`src/design/tcm_pkg.sv`:
```
// All windows are word aligned and must not overlap; sizes are in bytes, END addresses inclusive
package tcm_pkg;

    // ------------------------------------------------------------------
    // Bus widths
    // ------------------------------------------------------------------
    localparam int XLEN   = 32;
    localparam int STRB_W = XLEN / 8;

    // ------------------------------------------------------------------
    // Memory map
    // ------------------------------------------------------------------
    // Instruction TCM, 4 KiB
    localparam logic [XLEN-1:0] ITCM_BASE     = 32'h0000_0000;
    localparam logic [XLEN-1:0] ITCM_SIZE     = 32'h0000_1000;

    // Data TCM, 4 KiB
    localparam logic [XLEN-1:0] DTCM_BASE     = 32'h0001_0000;
    localparam logic [XLEN-1:0] DTCM_SIZE     = 32'h0000_1000;

    // External data bus window
    localparam logic [XLEN-1:0] EXT_DATA_BASE = 32'h1000_0000;
    localparam logic [XLEN-1:0] EXT_DATA_END  = 32'h1000_FFFF;

    // ------------------------------------------------------------------
    // Bus structs
    // ------------------------------------------------------------------
    // Load/store style request, held by the requester until ack
    typedef struct packed {
        logic              req;
        logic              we;
        logic [XLEN-1:0]   addr;
        logic [XLEN-1:0]   wdata;
        logic [STRB_W-1:0] strb;
    } mem_req_t;

    // Response, ack is a single cycle pulse
    typedef struct packed {
        logic            ack;
        logic            error;
        logic [XLEN-1:0] rdata;
    } mem_ack_t;

    // Instruction fetch, read only
    typedef struct packed {
        logic            req;
        logic [XLEN-1:0] addr;
    } fetch_req_t;

    // ------------------------------------------------------------------
    // State encodings
    // ------------------------------------------------------------------
    // Demux outstanding transaction
    typedef enum logic [1:0] {
        ROUTE_IDLE,
        ROUTE_CH1,
        ROUTE_CH2,
        ROUTE_ERR
    } route_e;

    // Arbiter response owed next cycle
    typedef enum logic [1:0] {
        GRANT_NONE,
        GRANT_CORE,
        GRANT_EXT
    } grant_e;

endpackage

```
`src/design/port_demux.sv`:
```
// Two window decoder with inclusive END bounds; unmatched requests get an error ack after one cycle
`timescale 1ns/1ns

module port_demux #(
    parameter logic [tcm_pkg::XLEN-1:0] CH1_BASE = tcm_pkg::DTCM_BASE,
    parameter logic [tcm_pkg::XLEN-1:0] CH1_END  = tcm_pkg::DTCM_BASE + tcm_pkg::DTCM_SIZE - 1,
    parameter logic [tcm_pkg::XLEN-1:0] CH2_BASE = tcm_pkg::EXT_DATA_BASE,
    parameter logic [tcm_pkg::XLEN-1:0] CH2_END  = tcm_pkg::EXT_DATA_END
) (
    input  logic              clk_i,
    input  logic              rst_i,
    input  tcm_pkg::mem_req_t up_req_i,
    output tcm_pkg::mem_ack_t up_ack_o,
    output tcm_pkg::mem_req_t ch1_req_o,
    input  tcm_pkg::mem_ack_t ch1_ack_i,
    output tcm_pkg::mem_req_t ch2_req_o,
    input  tcm_pkg::mem_ack_t ch2_ack_i
);

    import tcm_pkg::*;

    route_e route_q;
    route_e route_dec;
    route_e route_sel;
    logic   hit_ch1;
    logic   hit_ch2;

    // ------------------------------------------------------------------
    // Address decode
    // ------------------------------------------------------------------
    assign hit_ch1 = (up_req_i.addr >= CH1_BASE) && (up_req_i.addr <= CH1_END);
    assign hit_ch2 = (up_req_i.addr >= CH2_BASE) && (up_req_i.addr <= CH2_END);

    always_comb begin
        if (hit_ch1) begin
            route_dec = ROUTE_CH1;
        end else if (hit_ch2) begin
            route_dec = ROUTE_CH2;
        end else begin
            route_dec = ROUTE_ERR;
        end
    end

    // Fresh decode only when nothing is outstanding
    assign route_sel = (route_q == ROUTE_IDLE) ? route_dec : route_q;

    // ------------------------------------------------------------------
    // Outstanding transaction
    // ------------------------------------------------------------------
    always_ff @(posedge clk_i) begin
        if (rst_i) begin
            route_q <= ROUTE_IDLE;
        end else if (up_ack_o.ack) begin
            route_q <= ROUTE_IDLE;
        end else if ((route_q == ROUTE_IDLE) && up_req_i.req) begin
            route_q <= route_dec;
        end
    end

    // ------------------------------------------------------------------
    // Request steering
    // ------------------------------------------------------------------
    always_comb begin
        ch1_req_o = '0;
        ch2_req_o = '0;
        case (route_sel)
            ROUTE_CH1: ch1_req_o = up_req_i;
            ROUTE_CH2: ch2_req_o = up_req_i;
            default: begin
                // Error route forwards nothing
                ch1_req_o = '0;
                ch2_req_o = '0;
            end
        endcase
    end

    // ------------------------------------------------------------------
    // Response return
    // ------------------------------------------------------------------
    always_comb begin
        up_ack_o = '0;
        case (route_q)
            ROUTE_CH1: up_ack_o = ch1_ack_i;
            ROUTE_CH2: up_ack_o = ch2_ack_i;
            ROUTE_ERR: begin
                up_ack_o.ack   = 1'b1;
                up_ack_o.error = 1'b1;
            end
            default: up_ack_o = '0;
        endcase
    end

    // ------------------------------------------------------------------
    // Checks
    // ------------------------------------------------------------------
    // Downstream may only answer a request this demux has routed
    a_no_stray_ack: assert property (
        @(posedge clk_i) disable iff (rst_i)
        (route_q == ROUTE_IDLE) |-> !ch1_ack_i.ack && !ch2_ack_i.ack
    ) else $error("port_demux: channel ack with no outstanding request");

endmodule

```
`config.mk`:
```
export PLATFORM = sky130hd
export DESIGN_NAME = port_demux
export DESIGN_NICKNAME = d
export VERILOG_FILES = /design/src/design/tcm_pkg.sv /design/src/design/port_demux.sv
export SDC_FILE = /design/constraint.sdc
export NUM_CORES = 1
export LEC_CHECK = 0
export BUFFER_PORTS_ARGS = -buffer_cell sky130_fd_sc_hd__buf_4
export CAP_MARGIN = 5
export CORE_AREA = 3 3 120 122
export DETAILED_ROUTE_END_ITERATION = 16
export DIE_AREA = 0 0 123 125
export HOLD_SLACK_MARGIN = 0.08
export PLACE_DENSITY = 0.57
export SYNTH_ARGS = -nofsm -noshare
export SYNTH_HDL_FRONTEND = slang
export SYNTH_SLANG_ARGS = --single-unit
```
`constraint.sdc`:
```
create_clock -name clk_i -period 2.2 [get_ports clk_i]
set_clock_uncertainty 0.2 [all_clocks]
set_input_delay 0.22 -clock clk_i [delete_from_list [all_inputs] [get_ports clk_i]]
set_output_delay 0.22 -clock clk_i [all_outputs]
set_load 0.01 [all_outputs]
```
==> results of run 1 <==
## cells in the final DEF, fill, tap and decap left out, types with 2 or more instances in the layout
master and instances:
buf_4 299, nand2_1 143, o21ai_2 66, nand3_1 50
o21ai_1 35, buf_6 35, a22oi_1 32, nor2b_1 32
and2_1 22, clkbuf_16 18, and2_4 15, nand2_2 15
buf_12 8, nor2_1 5, o21ai_4 5, nor4_4 4
buf_16 4, nor3b_4 3, nand2_4 3, a221oi_1 2
nor2b_4 2, ha_1 2, ha_2 2, buf_8 2
dfxtp_2 2
## worst paths after layout
| path | start | end |
|---|---|---|
| worst max-delay path | route_q[0] | ch2_req_o[42] |
| worst min-delay path | rst_i | route_q[0] |
| worst max register to register | route_q[0] | route_q[1] |
| worst min register to register | route_q[1] | route_q[1] |
## cell families (layout without fill, tap and decap cells)
logic type | count (synthesis) | in the layout | synth area share [%]
AND/OR/NAND/NOR | 297 | 297 | 52.07
AO/OA/AOI/OAI | 143 | 143 | 34.25
buffers and inverters | 55 | 368 | 10.02
adder cells (fa/ha/maj) | 5 | 5 | 2.227
flip-flops | 2 | 2 | 1.425
## worst register-to-register path, stage by stage, from the launching register on
cell and delay, ns:
dfxtp_2 0.34, inv_4 0.05, buf_4 0.13, ha_2 0.26
a221oi_1 0.36, o21bai_1 0.15, a311oi_1 0.25
## final cells by class
type / instances / area, µm²
Clock buffer: 3 / 75.07
Fill cell: 1375 / 6829
Timing Repair Buffer: 363 / 3314
Multi-Input combinational cell: 445 / 2804
Inverter: 2 / 10.01
Sequential cell: 2 / 42.54
Tap cell: 176 / 220.2
## metal layers
layer  GRT usage, %  wire, µm  vias up
met4          3.779       209        0
met5              0         0        -
li1               -         -     2345
met2          34.77      9321      219
met1          21.96      7256     2216
met3          4.562      1704       12
## power breakdown
part,switching [µW],internal (µW),total (µW)
sequential,4.93,43.8,48.7
clock,42.9,231,274
combinational,788,884,1670
total,835,1160,1990
## through the flow
stage | worst slack, ns | TNS, ns
finish | -0.02340 | -0.2179
global route | -0.08319 | -5.452
CTS | -0.02524 | -0.2262
detailed placement | 0.03836 | 0
global placement | 0.03410 | 0
floorplan | 0.1819 | 0
## timing repair
item	4_1_cts	5_1_grt
pin swaps	0	13
setup endpoints to repair	131	164
buffers inserted	3	5
resized for setup	60	128
gates cloned	3	21
==> reports/metrics.yaml, run 1 <==
outcome: "finished, violations left"
violations: "setup timing"
die-area_um2: 15380
synth_area_um2: 2809
nNetsFinal: 962
htreeDepth: 1
cts_buffer_depth: 2
critPathMostFrequentCell: "buf_6"
finish.utilization_pct: 48.64
max-vdd-ir-drop_v: 0.0001718
synth_fp_nets: 647
diodes: 0
drtIter0Drc: 228
setup_violations: 26
grt_pass1_vias: 4247
die_h_um: 125
synth_ff_type: "dfxtp_1"
largest-register: "route_q"
area_growth_pct: 130.2
grt_pass1_wl_mm: 23.63
hp-class: "in2reg"
synthTopCellsByCount: "nand2_1 (161), o21ai_0 (64), nand3_1 (50), clkbuf_1 (46), o21ai_2 (40)"
dp_cells: 957
grtUsageTotal_pct: 18.88
slowest_delay_ns: 0.34
reg2reg_slack_ns: 0.36
ys_types: 26
io_pins: 314
critPathBufInv: 6
clkSinkCount: 2
reg2regPathDepth: 6
worst_pin_slew_ns: 0.3411
synth_most_common_cell: "nand2_1"
portBuffers: 313
vias: 4792
fin_crit_sh_pct: 101.1
largest_reg_flops: 2
end_kind: "output port"
grt_max_degree: 56
yosys_warnings: 0
slowest_stage: "dfxtp_2"
core_um2: 13300
wirelength_mm: 18.49
slew_headroom_pct: 77.26
yosysSeqAreaShare_pct: 1.425
worst_ep_arrival_time_ns: 1.80
routed_via_density: 4.836
syn_area_per_cell_um2: 5.596
fmax_mhz: 449.8
p_per_area_nw_per_um2: 308.4
hold_violations: 0
synthArstFlopShare_pct: 0
required_ns: 1.78
synthCells: 502
cts_root_buf: "clkbuf_16"
firstDrtPassIters: 5
leakagePower_uw: 0.002862
cts_tree: "built"
worst-setup-path-type: "reg2out"
antenna_found_initial: 0
gp_congestion: 0.7715
core.rowCount: 42
placed_area_um2: 5371
synth_top_area_share_pct: 21.51
die_w_um: 123
ant_nets: 0
drive_gt1_share_pct: 59.75
min_period_ns: 2.223
drc_errors: 0
fin_total_pwr_uw: 1994
biggestRegsByFlops: "route_q: 2 flops"
hold_buffers: 0
place_hpwl_mm: 11.72
fin_cells: 991
wl_per_cell_um: 18.66
fin_area_um2: 6466
ys_top_cells_by_area: "nand2_1 (22%), o21ai_2 (12%), o21ai_0 (11%), nand3_1 (8.9%), a22oi_1 (8.6%)"
crit_cells: 10
start_kind: "register"
crit_fanout: 5
rsz0062_at_grt: "yes"
maxCapViolations: 0
hold_slack_ns: 0.1272
synth_top_area_cell: "nand2_1"
ys_ff_latch: 2
crit_family: "buffers and inverters"
grt_overflow: 0
min_path_cells: 3
finalWorstSetupSlack_ns: -0.02340
cp_cell_sequence: "inv_4, ha_4, buf_6, nor3b_4, buf_6, clkbuf_16, buf_12, nand2_2, o21ai_4, buf_6"
synth-edff-count: 0
clk-insertion-delay-late_ns: 0.22
clk_pin_slew_ns: 0.03
cts_buffers: 3
slew_viol_final: 0
start_util_pct: 21.13
Note: power is estimated with default switching activity, not from simulation.
==> inputs of run 2 (changes only) <==
Settings changed: CAP_MARGIN 5 to not set, MAX_ROUTING_LAYER set to met4.
Clock period 2.2 ns to 2.3 ns, I/O delays scaled along.
==> run 2 against run 1 <==
The run now ends clean. Setup slack better by 0.11 ns. Final cell count is 2.0% lower. Global-route usage is 0.99 points lower. Critical endpoint is now ch2_req_o[5]. Largest power group unchanged.
==> reports/metrics.yaml, run 2 (synthesized netlist as in run 1, its figures left out) <==
rsz0062_at_grt: "no"  # was yes
cts_buffers: 3  # unchanged
worst-setup-path-type: "reg2out"  # unchanged
place_hpwl_mm: 11.37  # was 11.72 mm
die-area_um2: 15380  # unchanged
wl_per_cell_um: 16.43  # was 18.66 µm
area_growth_pct: 105.2  # was 130.2%
drtIter0Drc: 259  # was 228
wirelength_mm: 15.95  # was 18.49 mm
p_per_area_nw_per_um2: 293.8  # was 308.4 nW/µm²
hold_buffers: 0  # unchanged
final_cell_mix: "buf_4 (322), nand2_1 (161), nand3_1 (50), o21ai_1 (50), o21ai_2 (46)"  # was buf_4 (299), nand2_1 (143), o21ai_2 (66), nand3_1 (50)
antenna_found_initial: 0  # unchanged
hp-class: "in2reg"  # unchanged
routed_via_density: 4.682  # was 4.836
largest_reg_flops: 2  # unchanged
fin_cells: 971  # was 991
maxCapViolations: 0  # unchanged
nNetsFinal: 942  # was 962
leakagePower_uw: 0.002557  # was 0.002862 µW
die_w_um: 123  # unchanged
htreeDepth: 1  # unchanged
core.rowCount: 42  # unchanged
outcome: "finished, final reports clean"  # was finished, violations left
vias: 4546  # was 4792
placed_area_um2: 5376  # was 5371 µm²
cts_buffer_depth: 2  # unchanged
cp_cell_sequence: "inv_2, ha_4, nor3b_4, nand4_4, buf_12, buf_12, o21ai_0, buf_4"  # was inv_4, ha_4, buf_6, nor3b_4, buf_6, clkbuf_16, buf_12, nand2_2, o21ai_4, buf_6
drc_errors: 0  # unchanged
firstDrtPassIters: 4  # was 5
die_h_um: 125  # unchanged
layout_commonest_cell: "buf_4"  # unchanged
max-vdd-ir-drop_v: 0.0001440  # was 0.0001718 V
slowest_stage: "dfxtp_2"  # unchanged
worst_pin_slew_ns: 0.3886  # was 0.3411 ns
setup_tns_ns: 0  # was -0.2179 ns
slowest_delay_ns: 0.31  # was 0.34 ns
clk_pin_slew_ns: 0.03  # about the same
critPathMostFrequentCell: "buf_12"  # was buf_6
clkSinkCount: 2  # unchanged
start_util_pct: 21.13  # unchanged
ant_nets: 0  # unchanged
crit_family: "buffers and inverters"  # unchanged
end_kind: "output port"  # unchanged
cts_tree: "built"  # unchanged
gp_congestion: 0.8091  # was 0.7715
crit_fanout: 25  # was 5
fin_crit_sh_pct: 96.36
slew_viol_final: 0  # unchanged
hold_violations: 0  # unchanged
portBuffers: 313  # unchanged
setup_violations: 0  # was 26
fmax_mhz: 451.2
cts_root_buf: "clkbuf_16"  # unchanged
required_ns: 1.87  # was 1.78 ns
grt_overflow: 0  # unchanged
drive_gt1_share_pct: 51.32  # was 59.75%
fin_area_um2: 5763  # was 6466 µm²
grtUsageTotal_pct: 17.89  # was 18.88%
grt_pass1_wl_mm: 21.99  # was 23.63 mm
largest-register: "route_q"  # unchanged
diodes: 0  # unchanged
biggestRegsByFlops: "route_q: 2 flops"  # unchanged
critPathBufInv: 4  # was 6
clk-insertion-delay-late_ns: 0.23  # was 0.22 ns
start_kind: "register"  # unchanged
core_um2: 13300  # unchanged
worst_ep_arrival_time_ns: 1.79  # was 1.80 ns
dp_cells: 956  # was 957
slew_headroom_pct: 74.09  # was 77.26%
grt_pass1_vias: 4143  # was 4247
grt_max_degree: 58  # was 56
min_period_ns: 2.216
io_pins: 314  # unchanged
==> run 2: cell types whose count changed in the layout (fill, tap and decap cells not counted), moves of 15 or more <==
cell	previous run	this run
and2_4	15	0
buf_6	35	5
o21ai_1	35	50
buf_4	299	322
nand2_1	143	161
nand2_2	15	0
and2_1	22	37
o21ai_2	66	46
==> run 2: area by class of cell <==
type,instances,area [µm²]
multi-input cells,445,2581
inverters,2,7.507
fillers,1440,7532
well taps,176,220.2
repair buffers,343,2836
clock buffers,3,75.07
flip-flops and latches,2,42.54
==> run 2: path summary, 6_finish.rpt <==
path                            slack [ns]        from           end  cells after the start
worst max-delay path                  0.08  route_q[0]  ch2_req_o[5]                      8
worst min-delay path                  0.12       rst_i    route_q[1]                      3
worst max register to register        0.38  route_q[0]    route_q[1]                      6
worst min register to register        0.45  route_q[1]    route_q[1]                      3
==> run 2: timing repair <==
| item | in CTS | in global routing |
|---|---|---|
| setup buffers | 0 | 3 |
| cloned | 0 | 9 |
| endpoints found under the setup margin | 104 | 129 |
| resized for setup | 2 | 73 |
| pin swaps | 0 | 2 |
==> run 2: routing by layer <==
| metal | global-route usage [%] | vias up | part of all wire [%] |
|---|---|---|---|
| li1 | - | 2302 | - |
| met2 | 32.94 | 193 | 51 |
| met5 | - | - | 0 |
| met4 | 3.062 | 0 | 1.1 |
| met1 | 20.46 | 2039 | 39 |
| met3 | 2.800 | 12 | 8.3 |
==> run 2: where the power goes <==
group	internal (µW)	switching (µW)	leakage, µW
combinational	713	667	0.00250
clock	222	45.9	0.0000370
sequential	41.8	3.41	0.0000172
==> run 2: worst min-delay path: stages <==
cell and delay [ns]:
buf_4 0.08, o21bai_1 0.13, a311oi_1 0.06
==> run 2: per-stage QoR <==
stage,hold WS [ns],worst slack [ns],utilization [%],power (µW)
final,0.1204,0.08379,43.35,1693
after CTS,0.1256,0.01148,41.04,1626
after global routing,0.1335,0.007705,43.35,1814
after floorplan,0.2310,0.2719,-,624.7
after detailed placement,0.3578,0.1078,40.44,1347
after global placement,0.3560,0.1894,40.44,1349
==> inputs of run 3 (changes only) <==
Settings changed: MAX_ROUTING_LAYER met4 to not set.
==> run 3 against run 2 <==
Sequential share of layout area hardly changed. Sequential cell count stayed put. Clock power hardly changed. Critical path depth stayed put. Critical path type unchanged. Via count is 1.1% lower.
==> reports/metrics.yaml, run 3 (synthesized netlist as in run 1, its figures left out) <==
core.rowCount: 42  # unchanged
cts_buffers: 3  # unchanged
layout_commonest_cell: "buf_4"  # unchanged
vias: 4497  # was 4546
portBuffers: 313  # unchanged
comb_power_share_pct: 81.2  # was 81.5%
worst_ep_arrival_time_ns: 1.79  # about the same
nNetsFinal: 939  # was 942
largest-register: "route_q"  # unchanged
multi_input_area_um2: 2565  # was 2581 µm²
largest_reg_flops: 2  # unchanged
power_frac_clock_pct: 16.1  # was 15.8%
start_util_pct: 21.13  # unchanged
grt_pass1_vias: 4129  # was 4143
p_seq_share_pct: 2.7  # about the same
min_period_ns: 2.221  # was 2.216 ns
drtIter0Drc: 202  # was 259
p_sw_share_pct: 42.50  # was 42.32%
fin_cells: 968  # was 971
core_um2: 13300  # unchanged
area_growth_pct: 101.6  # was 105.2%
die_w_um: 123  # unchanged
wirelength_mm: 15.72  # was 15.95 mm
hold_buffers: 0  # unchanged
reg2reg_slack_ns: 0.38  # about the same
maxCapViolations: 0  # unchanged
drc_errors: 0  # unchanged
cts_tree: "built"  # unchanged
wl_per_cell_um: 16.24  # was 16.43 µm
die-area_um2: 15380  # unchanged
slew_headroom_pct: 76.14  # was 74.09%
hold_violations: 0  # unchanged
hp-class: "in2reg"  # unchanged
outcome: "finished, final reports clean"  # unchanged
reg2reg_to: "route_q[1]"  # unchanged
firstDrtPassIters: 5  # was 4
fin_total_pwr_uw: 1657  # was 1693 µW
routed_via_density: 4.646  # was 4.682
fill_cells: 1450  # was 1440
max-vdd-ir-drop_v: 0.0001462  # was 0.0001440 V
intPower_uw: 952.8  # was 976.6 µW
place_hpwl_mm: 11.37  # unchanged
dp_cells: 956  # unchanged
slew_viol_final: 0  # unchanged
cts_root_buf: "clkbuf_16"  # unchanged
htreeDepth: 1  # unchanged
ant_nets: 0  # unchanged
crit_start: "route_q[0]"  # unchanged
antenna_found_initial: 0  # unchanged
worst_pin_slew_ns: 0.3579  # was 0.3886 ns
diodes: 0  # unchanged
clk_pin_slew_ns: 0.03  # about the same
cp-endpoint: "ch2_req_o[31]"  # was ch2_req_o[5]
clk-insertion-delay-late_ns: 0.23  # about the same
fin_crit_sh_pct: 96.58  # was 96.36%
grtUsageTotal_pct: 17.43  # was 17.89%
gp_congestion: 0.7977  # was 0.8091
cts_buffer_depth: 2  # unchanged
clkSinkCount: 2  # unchanged
setup_violations: 0  # unchanged
io_pins: 314  # unchanged
reg2regPathDepth: 6  # unchanged
p_per_area_nw_per_um2: 292.7  # was 293.8 nW/µm²
finish.utilization_pct: 42.58  # was 43.35%
start_kind: "register"  # unchanged
leakagePower_uw: 0.002518  # was 0.002557 µW
end_kind: "output port"  # unchanged
regArea_um2: 40.04  # was 42.54 µm²
hold_slack_ns: 0.1290  # was 0.1204 ns
grt_max_degree: 58  # unchanged
biggestRegsByFlops: "route_q: 2 flops"  # unchanged
fmax_mhz: 450.2  # was 451.2 MHz
switchingPower_uw: 704.3  # was 716.5 µW
drive_gt1_share_pct: 50.63  # was 51.32%
required_ns: 1.87  # about the same
final_cell_mix: "buf_4 (324), nand2_1 (161), nand3_1 (50), o21ai_1 (46), o21ai_2 (44)"  # was buf_4 (322), nand2_1 (161), nand3_1 (50), o21ai_1 (50), o21ai_2 (46)
die_h_um: 125  # unchanged
worst-setup-path-type: "reg2out"  # unchanged
grt_overflow: 0  # unchanged
grt_pass1_wl_mm: 22.05  # was 21.99 mm
r2r-start: "route_q[0]"  # unchanged
crit_fanout: 29  # was 25
run 3: worst min path at each step:
| stage | from | to | depth (start not counted) |
|---|---|---|---|
| after floorplan | rst_i | route_q[1] | 2 |
| after global placement | rst_i | route_q[1] | 3 |
| after detailed placement | rst_i | route_q[1] | 3 |
| after CTS | rst_i | route_q[0] | 3 |
| after global routing | rst_i | route_q[1] | 3 |
| final | rst_i | route_q[1] | 3 |
run 3: routing by layer:
| layer | GRT usage (%) | up-vias | routed length (µm) |
|---|---|---|---|
| li1 | - | 2292 | - |
| met1 | 19.53 | 2001 | 5940 |
| met2 | 33.00 | 194 | 8066 |
| met3 | 4.426 | 10 | 1552 |
| met4 | 3.062 | 0 | 158 |
| met5 | 0 | - | 0 |
run 3: cell type report:
cell class,instances,share of cell area [%]
Clock buffer,3,1.326
Inverter,2,0.1326
Multi-Input combinational cell,445,45.30
Sequential cell,2,0.7072
Tap cell,176,3.889
Timing Repair Buffer,340,48.64
run 3: timing repair:
| item | in CTS | in global routing |
|---|---|---|
| pin swaps | 0 | 2 |
| gates resized for setup | 2 | 59 |
| endpoints found under the setup margin | 104 | 131 |
| buffers inserted | 0 | 3 |
| gates cloned | 0 | 6 |
run 3: power by group through the flow:
stage | logic (µW) | clock network [µW] | registers, µW
2_1_floorplan | 577 | 0 | 48.1
3_3_place_gp | 1310 | 0 | 43.5
3_5_place_dp | 1300 | 0 | 43.3
4_1_cts | 1310 | 272 | 43.0
5_1_grt | 1460 | 274 | 44.6
6_report | 1350 | 268 | 44.0
run 3: through the flow:
step	cell area (µm²)	setup slack, ns	TNS, ns
final	5662	0.07862	0
after global routing	5662	-0.005816	-0.005816
after CTS	5456	0.01148	0
after detailed placement	5376	0.1078	0
after global placement	5376	0.1894	0
after floorplan	2809	0.2719	0
run 3: worst max-delay path: stages (launching register included):
cell and delay [ns]:
dfxtp_1 0.30, inv_2 0.09, ha_4 0.14, nor3b_4 0.21
nand4_4 0.13, buf_12 0.18, buf_16 0.16, o21ai_0 0.18
buf_4 0.15
