`src/design/tcm_pkg.sv`:
```
// All windows are word aligned and must not overlap; sizes are in bytes, END addresses inclusive
package tcm_pkg;

    // ------------------------------------------------------------------
    // Bus widths
    // ------------------------------------------------------------------
    localparam int XLEN   = 32;
    localparam int STRB_W = XLEN / 8;

    // ------------------------------------------------------------------
    // Memory map
    // ------------------------------------------------------------------
    // Instruction TCM, 4 KiB
    localparam logic [XLEN-1:0] ITCM_BASE     = 32'h0000_0000;
    localparam logic [XLEN-1:0] ITCM_SIZE     = 32'h0000_1000;

    // Data TCM, 4 KiB
    localparam logic [XLEN-1:0] DTCM_BASE     = 32'h0001_0000;
    localparam logic [XLEN-1:0] DTCM_SIZE     = 32'h0000_1000;

    // External data bus window
    localparam logic [XLEN-1:0] EXT_DATA_BASE = 32'h1000_0000;
    localparam logic [XLEN-1:0] EXT_DATA_END  = 32'h1000_FFFF;

    // ------------------------------------------------------------------
    // Bus structs
    // ------------------------------------------------------------------
    // Load/store style request, held by the requester until ack
    typedef struct packed {
        logic              req;
        logic              we;
        logic [XLEN-1:0]   addr;
        logic [XLEN-1:0]   wdata;
        logic [STRB_W-1:0] strb;
    } mem_req_t;

    // Response, ack is a single cycle pulse
    typedef struct packed {
        logic            ack;
        logic            error;
        logic [XLEN-1:0] rdata;
    } mem_ack_t;

    // Instruction fetch, read only
    typedef struct packed {
        logic            req;
        logic [XLEN-1:0] addr;
    } fetch_req_t;

    // ------------------------------------------------------------------
    // State encodings
    // ------------------------------------------------------------------
    // Demux outstanding transaction
    typedef enum logic [1:0] {
        ROUTE_IDLE,
        ROUTE_CH1,
        ROUTE_CH2,
        ROUTE_ERR
    } route_e;

    // Arbiter response owed next cycle
    typedef enum logic [1:0] {
        GRANT_NONE,
        GRANT_CORE,
        GRANT_EXT
    } grant_e;

endpackage

```
`src/design/tcm_arbiter.sv`:
```
// External side has fixed priority and requesters must hold req until their one cycle ack
`timescale 1ns/1ns

module tcm_arbiter (
    input  logic                     clk_i,
    input  logic                     rst_i,
    input  tcm_pkg::mem_req_t        core_req_i,
    output tcm_pkg::mem_ack_t        core_ack_o,
    input  tcm_pkg::mem_req_t        ext_req_i,
    output tcm_pkg::mem_ack_t        ext_ack_o,
    output logic                     bank_en_o,
    output tcm_pkg::mem_req_t        bank_req_o,
    input  logic [tcm_pkg::XLEN-1:0] bank_rdata_i
);

    import tcm_pkg::*;

    grant_e grant_d;
    grant_e pending_q;
    logic   ext_ok;
    logic   core_ok;

    // A side whose ack is due this cycle still holds req and is masked
    assign ext_ok  = ext_req_i.req && (pending_q != GRANT_EXT);
    assign core_ok = core_req_i.req && (pending_q != GRANT_CORE);

    // ------------------------------------------------------------------
    // Grant
    // ------------------------------------------------------------------
    always_comb begin
        if (ext_ok) begin
            grant_d = GRANT_EXT;
        end else if (core_ok) begin
            grant_d = GRANT_CORE;
        end else begin
            grant_d = GRANT_NONE;
        end
    end

    assign bank_en_o = (grant_d != GRANT_NONE);

    // Winner's fields go to the bank
    always_comb begin
        if (grant_d == GRANT_EXT) begin
            bank_req_o = ext_req_i;
        end else begin
            bank_req_o = core_req_i;
        end
        bank_req_o.req = bank_en_o;
    end

    always_ff @(posedge clk_i) begin
        if (rst_i) begin
            pending_q <= GRANT_NONE;
        end else begin
            pending_q <= grant_d;
        end
    end

    // ------------------------------------------------------------------
    // Response one cycle after the grant
    // ------------------------------------------------------------------
    always_comb begin
        core_ack_o       = '0;
        ext_ack_o        = '0;
        core_ack_o.rdata = bank_rdata_i;
        ext_ack_o.rdata  = bank_rdata_i;
        core_ack_o.ack   = (pending_q == GRANT_CORE);
        ext_ack_o.ack    = (pending_q == GRANT_EXT);
    end

    // ------------------------------------------------------------------
    // Checks
    // ------------------------------------------------------------------
    // Ack answers last cycle's grant to a request that is still held
    a_core_ack_granted: assert property (
        @(posedge clk_i) disable iff (rst_i)
        core_ack_o.ack |-> $past(grant_d == GRANT_CORE) && core_req_i.req
    ) else $error("tcm_arbiter: core ack without grant");

    a_ext_ack_granted: assert property (
        @(posedge clk_i) disable iff (rst_i)
        ext_ack_o.ack |-> $past(grant_d == GRANT_EXT) && ext_req_i.req
    ) else $error("tcm_arbiter: ext ack without grant");

endmodule

```
`config.mk`:
```
export PLATFORM = sky130hd
export DESIGN_NAME = tcm_arbiter
export DESIGN_NICKNAME = d
export VERILOG_FILES = /design/src/design/tcm_pkg.sv /design/src/design/tcm_arbiter.sv
export SDC_FILE = /design/constraint.sdc
export NUM_CORES = 1
export LEC_CHECK = 0
export ABC_AREA = 1
export BUFFER_PORTS_ARGS = -buffer_cell sky130_fd_sc_hd__clkbuf_2
export CAP_MARGIN = 20
export CORE_AREA = 2 2 123 125
export DETAILED_ROUTE_END_ITERATION = 12
export DIE_AREA = 0 0 125 127
export SLEW_MARGIN = 20
export SYNTH_ARGS = -nofsm -noshare
export SYNTH_HDL_FRONTEND = slang
export SYNTH_SLANG_ARGS = --single-unit
```
`constraint.sdc`:
```
create_clock -name clk_i -period 1.1 [get_ports clk_i]
set_input_delay 0.11 -clock clk_i [delete_from_list [all_inputs] [get_ports clk_i]]
set_output_delay 0.11 -clock clk_i [all_outputs]
set_load 0.01 [all_outputs]
```
==> out/qor.csv, run 1 <==
stage,metric,value,unit
critical_path,r2r_cells,7,
hold_path,worst_hold_path_type,in -> reg,
layout,final-seq-area,42.5,um^2
placement,place.port_buffers,214,
route,postRouteAntennaNets,0,
floorplan,dieArea,15900,um^2
route,routed_via_density,3.78,
route,num_vias,2454,
global_route,grt_antenna_before_repair,0,
critical_path,worst-endpoint-arrival,1300,ps
clock_network,clock_path_buffers,2,
synthesis,post_synth_num_cell_types,13,
timing,number_of_setup_violations_in_the_final_report,72,
layout,finalNetCount,641,
layout,drive_above_1_share,0.566,
run,max_cap_violations,0,
timing,report.final.slew_viol_count,0,
route,drt_pass1_iterations,4,
global_route,grt_pass1_vias,2234,
power,power.ir.vdd_worst,0.341,mV
clock_network,cts_tree,done,
timing,final_period_minus_worst_setup_slack,1410,ps
placement,gp_congestion,0.700,
layout,fillCellCount,1672,
synthesis,synth-seq-cells,2,
timing,fin_tns_setup,-18570,ps
status,run_status,"finished, violations left",
timing,achievable-frequency,711,MHz
power,cellPowerDensity,689,nW/um^2
placement,placed_wire_length_estimate,5.75,mm
timing,final_clock_skew,0.439,ps
synthesis,area_of_the_mapped_netlist,1630,um^2
clock_network,ctsRootBufferMaster,clkbuf_16,
critical_path,worst-r2r-setup-slack,30,ps
layout,largest_reg_flops,2,
layout,reg.largest.list,pending_q x2,
timing,rsz_0062_raised_after_global_routing,yes,
layout,layout.core_utilization,0.199,
route,drt-total-wl,8.49,mm
clock_network,cts.reportedPaths.clkPinSlew,30,ps
clock_network,cts_num_sinks,2,
status,failing_checks,negative setup slack,
global_route,global_route_usage_over_all_layers,0.0887,
layout,n_antenna_cell,0,
floorplan,core,14400,um^2
synthesis,synthCells,310,
layout,multi_input_area,1000,um^2
global_route,grt_start_max_net_pins,37,
floorplan,dieHeight,127,um
critical_path,cp_data_required_time,990,ps
critical_path,crit_end,bank_req_o[41],
critical_path,crit_path_start,pending_q[0],
layout,max_flop_register,pending_q,
power,power_leakage,1.83,nW
floorplan,initial_core_util,0.113,
synthesis,post_synth.cell_area_avg,5.25,um^2
critical_path,worstSetupPathType,reg -> out,
synthesis,yosysSeqAreaShare,0.0246,
critical_path,timing.rr.start,pending_q[0],
critical_path,cp-start-kind,register,
floorplan,std_cell_rows,44,
timing,timing_hold_violations_final,0,
layout,syn2layout_area_growth,76.5,%
clock_network,clock_insertion_delay_worst_skew,220,ps
critical_path,cp-end-kind,primary output,
global_route,globalRoute.totalOverflow,0,
timing,final.setup.worst_slack,-306,ps
critical_path,reg2reg_to,pending_q[0],
synthesis,yosys_warnings,0,
timing,period_share,1.28,
floorplan,die_span_x,125,um
clock_network,number_of_hold_repair_buffers_added_at_the_cts_stage,0,
route,detail_route.drc_violations,0,
placement,dp_worst_setup_slack,-98.0,ps
clock_network,number_of_buffers_created_by_cts,3,
route,drt-wirelength-per-cell,13.1,um
critical_path,critical_path.max_fanout,8,
clock_network,htreeDepth,1,
route,detailedRoute.firstIterationViolations,66,
floorplan,num_io_pins,313,
global_route,grt_pass1_wl,11.3,mm
power by group:
group / leakage [nW] / internal (mW) / switching [mW] / total, mW
registers: 0.0172 / 0.0782 / 0.00501 / 0.0832
clock network: 0.0370 / 0.462 / 0.0807 / 0.543
logic: 1.77 / 0.673 / 0.681 / 1.35
total: 1.83 / 1.21 / 0.767 / 1.98
area by class of cell:
| cell class | count | area share |
|---|---|---|
| Sequential cell | 2 | 0.0148 |
| Clock buffer | 3 | 0.0261 |
| Timing Repair Buffer | 239 | 0.525 |
| Multi-Input combinational cell | 218 | 0.349 |
| Inverter | 3 | 0.00479 |
| Tap cell | 184 | 0.0801 |
through the flow:
step           cell area [um^2]  power (mW)  std cells  hold WS [ps]
2_1_floorplan              1630       0.881        311           182
3_3_place_gp               2400        1.19        631           220
3_5_place_dp               2400        1.20        631           220
4_1_cts                    2720        1.91        644          63.0
5_1_grt                    2870        2.13        649          74.8
6_report                   2870        1.98        649          56.9
cells in the final DEF (no fill, tap or decap), drive strengths merged:
| cell | n |
|---|---|
| buf | 51 |
| clkbuf | 191 |
| conb | 2 |
| dfxtp | 2 |
| inv | 3 |
| nand2 | 143 |
| nand3 | 69 |
| nor2 | 3 |
| o21ai | 1 |
Yosys cell counts:
cell / instances / share of area
nand2_1: 140 / 0.32
buf_4: 69 / 0.32
nand3_1: 69 / 0.21
buf_2: 12 / 0.037
buf_6: 8 / 0.055
nor2_1: 3 / 0.0069
dfxtp_1: 2 / 0.025
inv_1: 2 / 0.0046
conb_1: 1 / 0.0023
inv_2: 1 / 0.0023
nand2_2: 1 / 0.0038
nand2_4: 1 / 0.0069
o21ai_0: 1 / 0.0031
worst max-delay path: stages (launching register included):
cell     delay, ps
dfxtp_2        330
inv_4           50
nand2_8        100
nand2_8        100
buf_12         150
buf_16         130
nand2_2         50
nand2_1         40
buf_2          130
metal layers:
metal  up-vias  share of wire  GRT usage
met4         0          0.028     0.0333
met3        23           0.10     0.0260
li1       1224              -          -
met5         -              0          0
met1      1041           0.38     0.0919
met2       166           0.50      0.169
worst min path at each step:
| stage | cells past startpoint | slack [ps] | start | end |
|---|---|---|---|---|
| after detailed placement | 0 | 220 | bank_rdata_i[22] | core_ack_o[22] |
| final | 2 | 60 | rst_i | pending_q[1] |
| after CTS | 2 | 60 | rst_i | pending_q[1] |
| after global placement | 0 | 220 | bank_rdata_i[22] | core_ack_o[22] |
| after global routing | 2 | 70 | rst_i | pending_q[1] |
| after floorplan | 1 | 180 | rst_i | pending_q[1] |
cell families (layout without fill, tap and decap cells):
| family | count (synthesis) | after routing | synth area share |
|---|---|---|---|
| and+or+nand+nor | 214 | 215 | 0.553 |
| buffers and inverters | 92 | 245 | 0.417 |
| AOI/OAI and AO/OA | 1 | 1 | 0.00307 |
| DFF | 2 | 2 | 0.0246 |
| other | 1 | 2 | 0.00230 |
timing repair:
action	CTS	global route
gates cloned	5	5
pin swaps	2	6
resized for setup	15	53
setup buffers	5	2
setup endpoints to repair	72	72
Power figures use the tool's default switching activity.
==> run 2: changes to the inputs <==
Settings changed: PLACE_DENSITY set to 0.46, SETUP_SLACK_MARGIN set to 0.5.
==> out/qor.csv, run 2 (same netlist as run 1, synthesis figures left out) <==
stage,metric,value,unit,change
layout,most_common_library_cell_in_the_layout_ignoring_fill_and_taps,clkbuf_2,,unchanged
layout,mostFrequentLayoutCells,"clkbuf_2, nand2_1, nand3_1, buf_2, nand2_2",,"was clkbuf_2, nand2_1, nand3_1, buf_2, buf_4"
layout,drive_above_1_share,0.576,,was 0.566
critical_path,worst-endpoint-arrival,1260,ps,was 1300 ps
route,drt_pass1_iterations,4,,unchanged
critical_path,crit_path_max_incr_delay,310,ps,was 330 ps
global_route,globalRoute.totalOverflow,0,,unchanged
layout,syn2layout_area_growth,75.5,%,was 76.5%
layout,n_antenna_cell,0,,unchanged
clock_network,cts_tree,done,,unchanged
run,max_cap_violations,0,,unchanged
hold_path,worst_hold_path_type,in -> reg,,unchanged
route,drt-total-wl,7.33,mm,was 8.49 mm
timing,final_period_minus_worst_setup_slack,1370,ps,was 1410 ps
placement,dpl-instance-area,2510,um^2,was 2400 um^2
timing,final_clock_skew,1.26,ps,was 0.439 ps
critical_path,cp-start-kind,register,,unchanged
clock_network,number_of_buffers_created_by_cts,3,,unchanged
power,power_leakage,1.81,nW,was 1.83 nW
layout,postLayoutCellArea,2860,um^2,was 2870 um^2
timing,rsz_0062_raised_after_global_routing,yes,,unchanged
global_route,grt_antenna_before_repair,0,,unchanged
placement,placed_wire_length_estimate,5.80,mm,was 5.75 mm
floorplan,dieHeight,127,um,unchanged
timing,achievable-frequency,732,MHz,was 711 MHz
timing,final.setup.worst_slack,-266,ps,was -306 ps
timing,number_of_setup_violations_in_the_final_report,72,,unchanged
clock_network,number_of_hold_repair_buffers_added_at_the_cts_stage,0,,unchanged
critical_path,critical_path.max_fanout,8,,unchanged
route,detail_route.drc_violations,0,,unchanged
timing,timing_hold_violations_final,0,,unchanged
global_route,global_route_usage_over_all_layers,0.0778,,was 0.0887
layout,finalNetCount,638,,was 641
timing,report.final.slew_viol_count,0,,unchanged
floorplan,dieArea,15900,um^2,unchanged
power,switching_share,0.380,,was 0.387
critical_path,critical_path.slowest_cell,dfxtp_2,,unchanged
route,routed_via_density,3.71,,was 3.78
global_route,grt_start_max_net_pins,42,,was 37
floorplan,core,14400,um^2,unchanged
clock_network,cts_num_sinks,2,,unchanged
floorplan,die_span_x,125,um,unchanged
clock_network,htreeDepth,1,,unchanged
critical_path,cp-end-kind,primary output,,unchanged
status,failing_checks,negative setup slack,,unchanged
route,drt-wirelength-per-cell,11.3,um,was 13.1 um
power,cellInternalPower,1.19,mW,was 1.21 mW
placement,dp_worst_setup_slack,-39.9,ps,was -98.0 ps
floorplan,num_io_pins,313,,unchanged
placement,place.port_buffers,214,,unchanged
placement,dp.cells,635,,was 631
status,run_status,"finished, violations left",,unchanged
global_route,grt_pass1_wl,10.4,mm,was 11.3 mm
route,detailedRoute.firstIterationViolations,62,,was 66
floorplan,std_cell_rows,44,,unchanged
power,pwr-share-clk,0.278,,was 0.274
critical_path,worstSetupPathType,reg -> out,,unchanged
layout,multi_input_area,1040,um^2,was 1000 um^2
layout,reg.largest.list,pending_q x2,,unchanged
clock_network,cts.reportedPaths.clkPinSlew,30,ps,about the same
layout,max_flop_register,pending_q,,unchanged
global_route,grt_pass1_vias,2160,,was 2234
floorplan,initial_core_util,0.113,,unchanged
clock_network,clock_path_buffers,2,,unchanged
layout,largest_reg_flops,2,,unchanged
layout,final-seq-area,45.0,um^2,was 42.5 um^2
clock_network,ctsRootBufferMaster,clkbuf_16,,unchanged
route,num_vias,2399,,was 2454
placement,gp_congestion,0.861,,was 0.700
power,cellPowerDensity,674,nW/um^2,was 689 nW/um^2
critical_path,cp_data_required_time,990,ps,about the same
layout,fillCellCount,1676,,was 1672
power,p_seq_frac,0.043,,was 0.042
power,switchingPower,0.731,mW,was 0.767 mW
critical_path,crit_path_cell_trace,"inv_4, nand2_8, buf_12, clkbuf_16, nand3_1, nand2_1, clkbuf_2",,"was inv_4, nand2_8, nand2_8, buf_12, buf_16, nand2_2, nand2_1, buf_2"
power,power.ir.vdd_worst,0.349,mV,was 0.341 mV
layout,fin_cells,646,,was 649
route,postRouteAntennaNets,0,,unchanged
power,combinationalPowerShare,0.679,,was 0.684
clock_network,clock_insertion_delay_worst_skew,220,ps,about the same
timing,period_share,1.24,,was 1.28
run 2: worst max-delay path, delay by kind of cell (launching register included):
kind	cells	cell delay (ps)
flops	1	310
buf+inv	4	490
simple gates	3	240
run 2: cell type report:
type | instances | area share
clock buffer | 3 | 0.0263
inverter | 3 | 0.00482
multi-input combinational | 218 | 0.364
sequential | 2 | 0.0158
tap | 184 | 0.0806
timing repair buffer | 236 | 0.509
run 2: through the flow:
step	hold WS [ps]	utilization	total power, mW	setup TNS, ps
floorplan	169	-	0.906	0
global placement	220	0.174	1.26	-751
detailed placement	220	0.174	1.25	-499
CTS	51.3	0.180	1.81	-15730
global route	59.2	0.198	2.08	-19700
finish	54.9	0.198	1.92	-15500
run 2: worst paths after layout:
check	start	endpoint	slack, ps	cells past startpoint
worst min register to register	pending_q[1]	pending_q[0]	820	4
worst max-delay path	pending_q[0]	bank_req_o[44]	-270	7
worst min-delay path	rst_i	pending_q[1]	50	2
worst max register to register	pending_q[0]	pending_q[0]	60	7
run 2: per-layer routing:
metal,part of all wire,GRT usage,vias up,wire length (um)
met5,0,0,-,0
met4,0.018,0.0255,0,131
met3,0.11,0.0310,16,773
met2,0.49,0.136,145,3590
met1,0.39,0.0870,1022,2840
li1,-,-,1216,-
run 2: what timing repair did:
| action | CTS | global route |
|---|---|---|
| pin swaps | 2 | 4 |
| setup endpoints to repair | 75 | 75 |
| cloned | 0 | 6 |
| buffers inserted | 1 | 1 |
| resized for setup | 1 | 65 |
run 2: power groups by stage:
stage | sequential [mW] | clock (mW) | combinational [mW]
floorplan | 0.0816 | 0 | 0.825
global placement | 0.0818 | 0 | 1.18
detailed placement | 0.0815 | 0 | 1.17
CTS | 0.0806 | 0.544 | 1.18
global route | 0.0824 | 0.555 | 1.44
finish | 0.0820 | 0.536 | 1.31
==> run 3: changes to the inputs <==
Settings changed: CORE_AREA 2 2 123 125 to 3 3 121 123, DIE_AREA 0 0 125 127 to 0 0 124 126, PLACE_DENSITY 0.46 to 0.48.
==> out/qor.csv, run 3 (same netlist as run 1, synthesis figures left out) <==
stage,metric,value,unit,change
timing,final_period_minus_worst_setup_slack,1350,ps,was 1370 ps
floorplan,core,13800,um^2,was 14400 um^2
clock_network,ctsRootBufferMaster,clkbuf_16,,unchanged
layout,mostFrequentLayoutCells,"clkbuf_2, nand2_1, nand3_1, buf_2, nand2_2",,unchanged
status,failing_checks,negative setup slack,,unchanged
timing,final_clock_skew,1.80,ps,was 1.26 ps
route,detail_route.drc_violations,0,,unchanged
power,power_leakage,1.77,nW,was 1.81 nW
global_route,grt_antenna_before_repair,0,,unchanged
placement,place.port_buffers,214,,unchanged
critical_path,r2r_cells,6,,was 7
hold_path,holdCritStartpoint,rst_i,,unchanged
clock_network,htreeDepth,1,,unchanged
route,detailedRoute.firstIterationViolations,36,,was 62
floorplan,initial_core_util,0.118,,was 0.113
placement,placed_wire_length_estimate,5.94,mm,was 5.80 mm
clock_network,clock_insertion_delay_worst_skew,220,ps,about the same
critical_path,critical_path.max_fanout,10,,was 8
global_route,grt_start_max_net_pins,25,,was 42
power,cellPowerDensity,681,nW/um^2,was 674 nW/um^2
route,drt-total-wl,7.17,mm,was 7.33 mm
critical_path,reg2reg_to,pending_q[0],,unchanged
route,postRouteAntennaNets,0,,unchanged
layout,max_flop_register,pending_q,,unchanged
layout,syn2layout_area_growth,72.5,%,was 75.5%
timing,final.setup.worst_slack,-247,ps,was -266 ps
global_route,globalRoute.totalOverflow,0,,unchanged
critical_path,worstSetupPathType,reg -> out,,unchanged
power,power.ir.vdd_worst,0.493,mV,was 0.349 mV
timing,rsz_0062_raised_after_global_routing,yes,,unchanged
hold_path,timing.hold.worst_path_depth,2,,unchanged
floorplan,die_span_x,124,um,was 125 um
critical_path,worst-r2r-setup-slack,110,ps,was 60 ps
layout,most_common_library_cell_in_the_layout_ignoring_fill_and_taps,clkbuf_2,,unchanged
layout,drive_above_1_share,0.580,,was 0.576
timing,number_of_setup_violations_in_the_final_report,73,,was 72
critical_path,worst-endpoint-arrival,1240,ps,was 1260 ps
clock_network,number_of_hold_repair_buffers_added_at_the_cts_stage,0,,unchanged
layout,n_antenna_cell,0,,unchanged
timing,report.final.slew_viol_count,0,,unchanged
critical_path,cp-end-kind,primary output,,unchanged
timing,timing_hold_violations_final,0,,unchanged
layout,largest_reg_flops,2,,unchanged
global_route,global_route_usage_over_all_layers,0.0790,,was 0.0778
hold_path,worst_hold_path_type,in -> reg,,unchanged
route,routed_via_density,3.67,,was 3.71
route,drt_pass1_iterations,4,,unchanged
layout,finalNetCount,635,,was 638
hold_path,worstHoldEndpoint,pending_q[1],,unchanged
clock_network,number_of_buffers_created_by_cts,3,,unchanged
floorplan,dieArea,15600,um^2,was 15900 um^2
layout,reg.largest.list,pending_q x2,,unchanged
clock_network,cts_tree,done,,unchanged
clock_network,cts_num_sinks,2,,unchanged
global_route,grt_pass1_wl,9.95,mm,was 10.4 mm
placement,gp_congestion,0.743,,was 0.861
status,run_status,"finished, violations left",,unchanged
run,max_cap_violations,0,,unchanged
timing,timing.hold.ws,49.6,ps,was 54.9 ps
global_route,grt_pass1_vias,2011,,was 2160
critical_path,timing.rr.start,pending_q[0],,unchanged
floorplan,std_cell_rows,43,,was 44
route,drt-wirelength-per-cell,11.2,um,was 11.3 um
floorplan,dieHeight,126,um,was 127 um
clock_network,clock_path_buffers,2,,unchanged
critical_path,cp_data_required_time,990,ps,about the same
floorplan,num_io_pins,313,,unchanged
timing,period_share,1.22,,was 1.24
critical_path,crit_path_start,pending_q[0],,unchanged
critical_path,cp-start-kind,register,,unchanged
clock_network,cts.reportedPaths.clkPinSlew,30,ps,about the same
timing,fin_tns_setup,-16100,ps,was -15500 ps
timing,achievable-frequency,742,MHz,was 732 MHz
route,num_vias,2345,,was 2399
[run 3: metrics by stage]
step	util	area (um^2)	instances	worst slack [ps]	power, mW
after floorplan	-	1680	311	112	0.906
after global placement	0.182	2510	632	-80.4	1.27
after detailed placement	0.182	2510	632	-54.6	1.26
after CTS	0.193	2660	637	-281	1.87
after global routing	0.204	2810	639	-333	2.08
final	0.204	2810	639	-247	1.91
[run 3: worst max-delay path by stage]
stage,end,cells after the start
floorplan,bank_req_o[69],6
CTS,bank_req_o[57],7
global route,bank_req_o[17],7
finish,bank_req_o[55],7
global placement,bank_req_o[2],6
detailed placement,bank_req_o[56],7
[run 3: where the power goes]
| group | leakage (nW) | internal (mW) | total (mW) | switching (mW) |
|---|---|---|---|---|
| sequential | 0.0175 | 0.0769 | 0.0825 | 0.00554 |
| combinational | 1.71 | 0.647 | 1.28 | 0.634 |
| clock | 0.0370 | 0.463 | 0.548 | 0.0854 |
| total | 1.77 | 1.19 | 1.91 | 0.725 |
[run 3: cell type report]
cell class,instances,area (um^2)
Clock buffer,3,75.1
Fill cell,1635,11000
Inverter,3,16.3
Multi-Input combinational cell,217,1010
Sequential cell,2,45.0
Tap cell,180,225
Timing Repair Buffer,234,1440
[run 3: worst max-delay path, cell delays in order, from the launching register on]
cell,delay (ps)
dfxtp_2,320
inv_4,70
nand2_8,80
nand2_8,140
clkbuf_16,170
nand2_1,60
nand2_2,50
clkbuf_2,120
[run 3: repair_timing]
item / in CTS / in global routing
pin swaps: 1 / 2
endpoints found under the hold margin: 0 / 0
setup buffers: 1 / 1
resized for setup: 11 / 86
cloned: 1 / 1
endpoints found under the setup margin: 75 / 75
[run 3: metal layers]
layer,global-route usage,vias to the layer above,wire length (um)
met5,0,-,0
met1,0.0794,962,2350
li1,-,1205,-
met3,0.0242,19,959
met2,0.151,159,3730
met4,0.0258,0,129
